===== src/source/spi_flash_pkg.sv =====
// Constants, opcodes and structs shared by the SPI flash read path.
// Only SPI mode 0 with one MOSI and one MISO line is covered.
// SCK runs at half the clk rate, so one byte takes HALF_PERIODS cycles.
package spi_flash_pkg;

	localparam int ADDR_W = 24;
	localparam int WORD_W = 32;
	localparam int BYTE_W = 8;
	localparam int HALF_PERIODS = 16;
	// Extra clk cycles that csb stays high between commands.
	localparam int CS_GAP = 2;
	localparam logic [BYTE_W-1:0] DUMMY_BYTE = 8'h00;

	typedef enum logic [BYTE_W-1:0] {
		OP_READ       = 8'h03,
		OP_WAKE       = 8'hAB,
		OP_RESET_CONT = 8'hFF
	} flash_op_e;

	typedef enum logic [3:0] {
		S_RESET_CONT,
		S_WAKE,
		S_CMD,
		S_IDLE,
		S_ADDR_HI,
		S_ADDR_MID,
		S_ADDR_LO,
		S_DATA,
		S_HOLD
	} seq_state_e;

	// Pins driven toward the flash.
	typedef struct packed {
		logic csb;
		logic sck;
		logic mosi;
	} flash_pins_t;

	// One byte request from the sequencer, start is a single cycle pulse.
	typedef struct packed {
		logic              start;
		logic [BYTE_W-1:0] tx_data;
		logic              capture;
	} byte_cmd_t;

endpackage


===== src/source/flash_read_sequencer.sv =====
// Byte level FSM of the flash reader.
// Wakes the flash once after reset, then opens read commands on demand.
// A request that misses is only acted on in S_IDLE or S_HOLD, so a byte
// already on the wire always completes before csb is raised.
`timescale 1ns/10ps

module flash_read_sequencer import spi_flash_pkg::*; (
	input  logic              clk,
	input  logic              resetn,
	input  logic              valid,
	input  logic [ADDR_W-1:0] addr,
	input  logic              hit,
	input  logic              next_hit,
	input  logic              word_valid,
	input  logic              byte_done,
	input  logic              busy,
	output byte_cmd_t         byte_cmd,
	output logic              csb,
	output logic              restart
);

	seq_state_e        state;
	logic              sent;
	logic [1:0]        gap;
	logic [1:0]        data_cnt;
	logic              want;
	logic [BYTE_W-1:0] tx_next;
	logic              cap_next;
	logic              issue;
	logic              miss;
	logic              cs_close;

	//--------------------------------------------------------------------------
	// Byte to send in each state.
	//--------------------------------------------------------------------------
	always_comb begin
		want = 1'b0;
		tx_next = DUMMY_BYTE;
		cap_next = 1'b0;
		case (state)
			S_RESET_CONT: begin
				want = 1'b1;
				tx_next = OP_RESET_CONT;
			end
			S_WAKE: begin
				want = 1'b1;
				tx_next = OP_WAKE;
			end
			S_CMD: begin
				want = 1'b1;
				tx_next = OP_READ;
			end
			S_ADDR_HI: begin
				want = 1'b1;
				tx_next = addr[23:16];
			end
			S_ADDR_MID: begin
				want = 1'b1;
				tx_next = addr[15:8];
			end
			S_ADDR_LO: begin
				want = 1'b1;
				tx_next = addr[7:0];
			end
			S_DATA: begin
				want = 1'b1;
				cap_next = 1'b1;
			end
			default: want = 1'b0;
		endcase
	end

	// One byte per state visit, and never inside the csb gap.
	assign issue = want && !sent && (gap == '0) && !busy;
	assign miss = (state == S_HOLD) && valid && !hit && !next_hit;
	// The wake opcodes each stand alone, framed by their own csb pulse.
	assign cs_close = miss || (byte_done && (state == S_RESET_CONT || state == S_WAKE));

	//--------------------------------------------------------------------------
	// State register, csb and byte requests.
	//--------------------------------------------------------------------------
	always_ff @(posedge clk) begin
		if (!resetn) begin
			state <= S_RESET_CONT;
			byte_cmd <= '0;
			csb <= 1'b1;
			restart <= 1'b0;
			gap <= '0;
			sent <= 1'b0;
			data_cnt <= '0;
		end else begin
			byte_cmd.start <= 1'b0;
			restart <= miss;
			if (byte_done) begin
				sent <= 1'b0;
			end
			if (cs_close) begin
				csb <= 1'b1;
				gap <= 2'(CS_GAP);
			end else if (gap != '0) begin
				gap <= gap - 2'd1;
			end
			if (issue) begin
				byte_cmd <= '{start: 1'b1, tx_data: tx_next, capture: cap_next};
				csb <= 1'b0;
				sent <= 1'b1;
			end

			case (state)
				S_RESET_CONT: if (byte_done) state <= S_WAKE;
				S_WAKE:       if (byte_done) state <= S_CMD;
				S_CMD:        if (byte_done) state <= S_IDLE;
				// Opcode is out and csb stays low until an address shows up.
				S_IDLE:       if (valid) state <= S_ADDR_HI;
				S_ADDR_HI:    if (byte_done) state <= S_ADDR_MID;
				S_ADDR_MID:   if (byte_done) state <= S_ADDR_LO;
				S_ADDR_LO: begin
					if (byte_done) begin
						data_cnt <= '0;
						state <= S_DATA;
					end
				end
				S_DATA: begin
					if (byte_done) begin
						data_cnt <= data_cnt + 2'd1;
						// Prefetch stops one byte short so the served word stays put.
						if (data_cnt == 2'd2 && word_valid) begin
							state <= S_HOLD;
						end
					end
				end
				S_HOLD: begin
					if (valid) begin
						if (hit || next_hit) begin
							state <= S_DATA;
						end else begin
							state <= S_CMD;
						end
					end
				end
				default: state <= S_RESET_CONT;
			endcase
		end
	end

	assert property (@(posedge clk) disable iff (!resetn) byte_cmd.start |-> !busy)
		else $error("byte start while the bit timer is busy");

	// The flash needs csb high between the old and the new command.
	assert property (@(posedge clk) disable iff (!resetn) restart |-> csb [*CS_GAP])
		else $error("csb not raised on restart");

endmodule


===== src/source/spi_bit_timer.sv =====
// Times one SPI byte as 16 half periods of SCK.
// SCK is low in even half periods and high in odd ones (mode 0).
// Held idle while csb is high.
`timescale 1ns/10ps

module spi_bit_timer import spi_flash_pkg::*; (
	input  logic clk,
	input  logic resetn,
	input  logic start,
	input  logic csb,
	output logic sck,
	output logic busy,
	output logic byte_done,
	output logic sample,
	output logic shift
);

	logic [$clog2(HALF_PERIODS)-1:0] half_cnt;
	logic                            active;

	always_ff @(posedge clk) begin
		if (!resetn || csb) begin
			active <= 1'b0;
			half_cnt <= '0;
		end else if (start) begin
			active <= 1'b1;
			half_cnt <= '0;
		end else if (active) begin
			if (half_cnt == HALF_PERIODS - 1) begin
				active <= 1'b0;
			end
			half_cnt <= half_cnt + 1'b1;
		end
	end

	assign busy = active;
	assign sck = active && half_cnt[0];
	// SCK rises at the end of an even half period, falls at the end of an odd one.
	assign sample = active && !half_cnt[0];
	assign shift = active && half_cnt[0];
	assign byte_done = active && (half_cnt == HALF_PERIODS - 1);

	assert property (@(posedge clk) disable iff (!resetn)
		start |-> !byte_done [*HALF_PERIODS] ##1 byte_done)
		else $error("byte_done not exactly 16 cycles after start");

endmodule


===== src/source/spi_byte_shifter.sv =====
// Transmit and receive shift registers for one SPI byte, MSB first.
// rx_byte holds the full byte from the cycle of byte_done until the next
// byte starts sampling.
`timescale 1ns/10ps

module spi_byte_shifter import spi_flash_pkg::*; (
	input  logic              clk,
	input  logic              resetn,
	input  byte_cmd_t         byte_cmd,
	input  logic              sample,
	input  logic              shift,
	input  logic              miso,
	output logic              mosi,
	output logic [BYTE_W-1:0] rx_byte
);

	logic [BYTE_W-1:0] tx_reg;
	logic [BYTE_W-1:0] rx_reg;

	// Transmit side.
	// The new byte is loaded before the first rising SCK edge.
	always_ff @(posedge clk) begin
		if (!resetn) begin
			tx_reg <= '0;
		end else if (byte_cmd.start) begin
			tx_reg <= byte_cmd.tx_data;
		end else if (shift) begin
			tx_reg <= {tx_reg[BYTE_W-2:0], 1'b0};
		end
	end

	// Receive side.
	// Eight samples flush whatever was left from the previous byte.
	always_ff @(posedge clk) begin
		if (sample) begin
			rx_reg <= {rx_reg[BYTE_W-2:0], miso};
		end
	end

	assign mosi = tx_reg[BYTE_W-1];
	assign rx_byte = rx_reg;

endmodule


===== src/source/prefetch_word_buffer.sv =====
// Builds 32-bit words from captured flash bytes, lowest address in the
// low byte. Holds one delivered word and its byte address.
// Bus addresses are expected to be word aligned.
`timescale 1ns/10ps

module prefetch_word_buffer import spi_flash_pkg::*; (
	input  logic              clk,
	input  logic              resetn,
	input  logic              capture,
	input  logic              byte_done,
	input  logic [BYTE_W-1:0] rx_byte,
	input  logic              restart,
	input  logic [ADDR_W-1:0] cmd_addr,
	input  logic              valid,
	input  logic [ADDR_W-1:0] addr,
	output logic [WORD_W-1:0] rdata,
	output logic              word_valid,
	output logic              hit,
	output logic              next_hit
);

	logic [1:0]               lane;
	logic                     first_word;
	logic [WORD_W-BYTE_W-1:0] partial;
	logic [ADDR_W-1:0]        word_addr;
	logic [ADDR_W-1:0]        next_addr;
	logic                     take;

	assign take = byte_done && capture;
	assign next_addr = word_addr + ADDR_W'(4);

	// Lane counter and word status.
	always_ff @(posedge clk) begin
		if (!resetn || restart) begin
			lane <= '0;
			word_valid <= 1'b0;
			first_word <= 1'b1;
		end else if (take) begin
			lane <= lane + 2'd1;
			if (lane == 2'd3) begin
				word_valid <= 1'b1;
				first_word <= 1'b0;
			end
		end
	end

	// Data path.
	// Within one command the words follow each other by 4 bytes.
	always_ff @(posedge clk) begin
		if (take) begin
			if (lane != 2'd3) begin
				partial[lane*BYTE_W +: BYTE_W] <= rx_byte;
			end else begin
				rdata <= {rx_byte, partial};
				word_addr <= first_word ? cmd_addr : next_addr;
			end
		end
	end

	assign hit = valid && word_valid && (addr == word_addr);
	assign next_hit = valid && word_valid && (addr == next_addr);

	assert property (@(posedge clk) disable iff (!resetn) word_valid |-> word_addr[1:0] == 2'b00)
		else $error("buffered word address not word aligned");

endmodule


===== src/source/spi_flash_reader.sv =====
// Read-only SPI flash controller with a one word prefetch.
// Bus side: hold valid and addr until ready, addr word aligned.
// ready is combinational from valid and addr.
`timescale 1ns/10ps

module spi_flash_reader import spi_flash_pkg::*; (
	input  logic              clk,
	input  logic              resetn,
	input  logic              valid,
	input  logic [ADDR_W-1:0] addr,
	output logic              ready,
	output logic [WORD_W-1:0] rdata,
	output flash_pins_t       pins,
	input  logic              miso
);

	byte_cmd_t         byte_cmd;
	logic              csb;
	logic              restart;
	logic              hit;
	logic              next_hit;
	logic              word_valid;
	logic              byte_done;
	logic              busy;
	logic              sample;
	logic              shift;
	logic              sck;
	logic              mosi;
	logic [BYTE_W-1:0] rx_byte;

	flash_read_sequencer sequencer_i (
		.clk        (clk),
		.resetn     (resetn),
		.valid      (valid),
		.addr       (addr),
		.hit        (hit),
		.next_hit   (next_hit),
		.word_valid (word_valid),
		.byte_done  (byte_done),
		.busy       (busy),
		.byte_cmd   (byte_cmd),
		.csb        (csb),
		.restart    (restart)
	);

	spi_bit_timer timer_i (
		.clk       (clk),
		.resetn    (resetn),
		.start     (byte_cmd.start),
		.csb       (csb),
		.sck       (sck),
		.busy      (busy),
		.byte_done (byte_done),
		.sample    (sample),
		.shift     (shift)
	);

	spi_byte_shifter shifter_i (
		.clk      (clk),
		.resetn   (resetn),
		.byte_cmd (byte_cmd),
		.sample   (sample),
		.shift    (shift),
		.miso     (miso),
		.mosi     (mosi),
		.rx_byte  (rx_byte)
	);

	// The first word of a command lands while the bus still holds its address.
	prefetch_word_buffer buffer_i (
		.clk        (clk),
		.resetn     (resetn),
		.capture    (byte_cmd.capture),
		.byte_done  (byte_done),
		.rx_byte    (rx_byte),
		.restart    (restart),
		.cmd_addr   (addr),
		.valid      (valid),
		.addr       (addr),
		.rdata      (rdata),
		.word_valid (word_valid),
		.hit        (hit),
		.next_hit   (next_hit)
	);

	assign ready = hit;
	assign pins.csb = csb;
	assign pins.sck = sck;
	assign pins.mosi = mosi;

endmodule


===== config.mk =====
export PLATFORM = sky130hd
export DESIGN_NAME = spi_flash_reader
export DESIGN_NICKNAME = d
export VERILOG_FILES = /design/src/source/spi_flash_pkg.sv /design/src/source/flash_read_sequencer.sv /design/src/source/spi_bit_timer.sv /design/src/source/spi_byte_shifter.sv /design/src/source/prefetch_word_buffer.sv /design/src/source/spi_flash_reader.sv
export SDC_FILE = /design/constraint.sdc
export NUM_CORES = 1
export LEC_CHECK = 0
export BUFFER_PORTS_ARGS = -buffer_cell sky130_fd_sc_hd__buf_2
export CORE_UTILIZATION = 30
export DETAILED_ROUTE_END_ITERATION = 8
export HOLD_SLACK_MARGIN = 0.06
export PLACE_DENSITY_LB_ADDON = 0.08
export SETUP_SLACK_MARGIN = 0.2
export SYNTH_ARGS = -nofsm -noshare
export SYNTH_HDL_FRONTEND = slang
export SYNTH_SLANG_ARGS = --single-unit

===== constraint.sdc =====
create_clock -name clk -period 6.29 [get_ports clk]
set_clock_uncertainty 0.1 [all_clocks]
set_input_delay 0 -clock clk [delete_from_list [all_inputs] [get_ports clk]]
set_output_delay 0 -clock clk [all_outputs]
set_load 0.03 [all_outputs]

==> results by group <==
Run status
  – Status: complete, no violations

Pwr
  – Clock network fraction of design power: 47.8%
  – Cell-internal power: 0.001476 W
  – Combinational share of power: 5.9%
  – Share of power burned in registers: 46.3%
  – Leak: 2.867 nW
  – Pwr Total: 0.001981 W
  – Switching part of the total power: 25.50%
  – P_sw: 0.0005051 W
  – Max rail drop VDD: 0.0001974 V
  – P per Cell Area: 253.9 mW/mm2

Critical path
  – CP Launch Type: flop
  – Kind of critical path: flop to flop
  – Data arrival time of the critical path: 3.57 ns
  – Max incr delay on CP: 0.56 ns
  – CP cell instances: ha_1 > nand4_4 > or3_1 > or3_1 > nand3_1 > a32oi_1 > o41ai_2 > nor2_1 > o221a_2
  – Worst setup EP type: flop
  – Crit Path Max Fanout: 8
  – CP max-delay cell: o41ai_2
  – Crit-path most repeated cell: or3_1
  – Data required time of the worst path: 6.50 ns

Logic synthesis
  – Post-synth EDFFs: 88
  – Synth Area in Compound Gates: 10.75%
  – Synth Area per Inst: 10.58 um2
  – Synthesized flop and latch total: 126
  – Area share of the largest cell type after synthesis: 40.54%
  – Mux cell area share after synthesis: 2.035%
  – Synth Area in Adders: 1.536%
  – Synth area leaders: edfxtp_1 (41%), dfxtp_1 (12%), xnor2_1 (4.4%)
  – Asr flop ratio synth: 0%
  – Top_reg_cell synth: edfxtp_1
  – Post-Synth XOR/XNOR Area: 7.793%
  – Post-Syn Area: 0.006519 mm2
  – Simple-Gate Fraction of Synth Area: 21.00%
  – Yosys Warn Count: 0
  – Cell count after synthesis: 616
  – Largest family of logic cells by synthesized area: simple AND/OR/NAND/NOR gates
  – Syn nets: 652
  – Seq/Total Area, Yosys: 52.21%
  – Yosys top cell by area: edfxtp_1
  – Netlist cell types: 68

Global routing
  – Initial antenna violation count: 0
  – Largest net degree at the start of global routing: 46
  – Number of global-route vias before repair: 4660
  – GRT Util Overall: 15.44%
  – GRT overflow: 0
  – First-pass GRT wire length: 26.01 mm

STA
  – Minimum period implied by the final worst setup slack: 3.365 ns
  – Slew Limit Fails: 0
  – Worst slew pin tran: 0.9242 ns
  – Fmax: 0.2971 GHz
  – Final hold vios: 0
  – Final Setup Violations: 0
  – Max_slew headroom: 38.05%
  – Setup tns final: 0 ns
  – Worst setup margin: 2.925 ns
  – RSZ-0062 raised after global routing: false
  – Part of the cycle the worst path needs: 53.50%

Floorplanning
  – Die Y: 149.4 um
  – Core Area: 0.02115 mm2
  – Initial Utilization: 30.82%
  – Num ports: 64
  – Row cnt: 53
  – Die Area: 0.02232 mm2
  – Die extent in x: 149.4 um

Place
  – DP Area: 0.006960 mm2
  – Gp weighted congestion: 0.8653
  – Placed cell count: 925
  – Dpl ws: 2.887 ns
  – HPWL Detailed: 11.81 mm
  – Port buffer count: 63

Layout
  – Fin cells: 984
  – Most flops, register: buffer_i.rdata
  – Final #Nets: 732
  – Layout area overhead: 19.67%
  – Antenna diodes: 0
  – Most frequent cells in the layout: edfxtp_1 (88), nand2_1 (66), buf_2 (63), o21ai_0 (46), and2_1 (42)
  – Commonest non-fill, non-tap cell in the layout: edfxtp_1
  – Post-route cell area: 0.007801 mm2
  – Layout cell share with drive strength beyond 1: 16.93%
  – Regs by FF count: buffer_i.rdata x32, buffer_i.partial x24, buffer_i.word_addr x24
  – Max reg flops: 32

Clocking
  – Root buffer cell: clkbuf_16
  – H-Tree Depth: 4
  – Reg clk slew, reported paths: 0.06 ns
  – CTS tree: done
  – Clk sinks: 126
  – Num CTS Buffers: 17
  – Clock Latency Late Sink: 0.42 ns
  – Clk buf depth: 2
  – Post-cts resize count: 0

Route
  – Routed Wire Length: 15.95 mm
  – Via density: 4.809
  – First-pass DRT Iterations: 4
  – DR iter-0 viols: 342
  – WL per Instance: 16.21 um
  – Post-route DRC violation count: 0
  – ANT nets after route: 0
  – Via Count: 4732

Flow run
  – Max-cap violation count: 0

Worst hold path
  – Hold Crit Class: input port to flop
[kinds of logic (layout without fill, tap and decap cells)]
group,count (synthesis),after routing
flip-flops,126,126
adder cells (fa/ha/maj),8,8
AND/OR/NAND/NOR,251,251
XOR/XNOR,58,58
buffers and inverters,47,140
multiplexers,13,13
AO/OA/AOI/OAI,113,113
[routing by layer]
| metal | vias to the layer above | GRT usage (%) | wire [um] |
|---|---|---|---|
| met5 | - | 0 | 0 |
| met4 | 0 | 4.745 | 166 |
| met3 | 12 | 2.896 | 527 |
| met2 | 83 | 23.43 | 7190 |
| met1 | 2264 | 22.05 | 8067 |
| li1 | 2373 | - | - |
[per-stage QoR]
step,hold slack [ns],utilization (%)
finish,0.2101,36.88
CTS,0.1898,36.88
global route,0.2014,36.88
global placement,0.08401,32.90
floorplan,-0.001131,-
detailed placement,0.08388,32.90
[layout make-up]
class | count | area [um2]
fill | 2127 | 13350
sequential | 126 | 3403
multi-input combinational | 443 | 2815
timing repair buffer | 94 | 615.6
clock buffer | 17 | 425.4
tap | 275 | 344.1
clock inverter | 15 | 145.1
inverter | 14 | 52.55
[final timing paths]
| path | startpoint | end | slack [ns] | cells past startpoint |
|---|---|---|---|---|
| max | buffer_i.word_addr[2] | sequencer_i.gap[1] | 2.92 | 9 |
| min | miso | shifter_i.rx_byte[0] | 0.21 | 2 |
| max reg2reg | buffer_i.word_addr[2] | sequencer_i.gap[1] | 2.92 | 9 |
| min reg2reg | buffer_i.partial[3] | buffer_i.rdata[3] | 0.31 | 0 |
[timing repair]
action / CTS / global route
buffers inserted: 0 / 0
hold buffers: 27 / 0
hold endpoints to repair: 57 / 0
[synth_stat cells, drive strengths merged, types with 13 or more instances]
master	count
xor2	25
nor3	15
inv	14
and2	42
o21ai	46
nor2b	14
a21oi	27
edfxtp	88
nand3	13
xnor2	33
nand2	66
nor2	37
dfxtp	38
clkbuf	18
nand4	14
[worst max-delay path, delay by kind of cell, from the launching register on]
family          cells  cell delay [ns]
flops               1             0.44
fa+ha+maj           1             0.39
simple gates        5             1.36
compound gates      3             0.96
[power groups by stage]
stage	combinational, W	clock (W)	sequential (W)
after floorplan	0.0000750	0	0.000923
after global placement	0.000105	0	0.000935
after detailed placement	0.000105	0	0.000934
after CTS	0.000119	0.000974	0.000917
after global routing	0.000133	0.00101	0.000919
final	0.000118	0.000947	0.000916
Power figures use the tool's default switching activity.
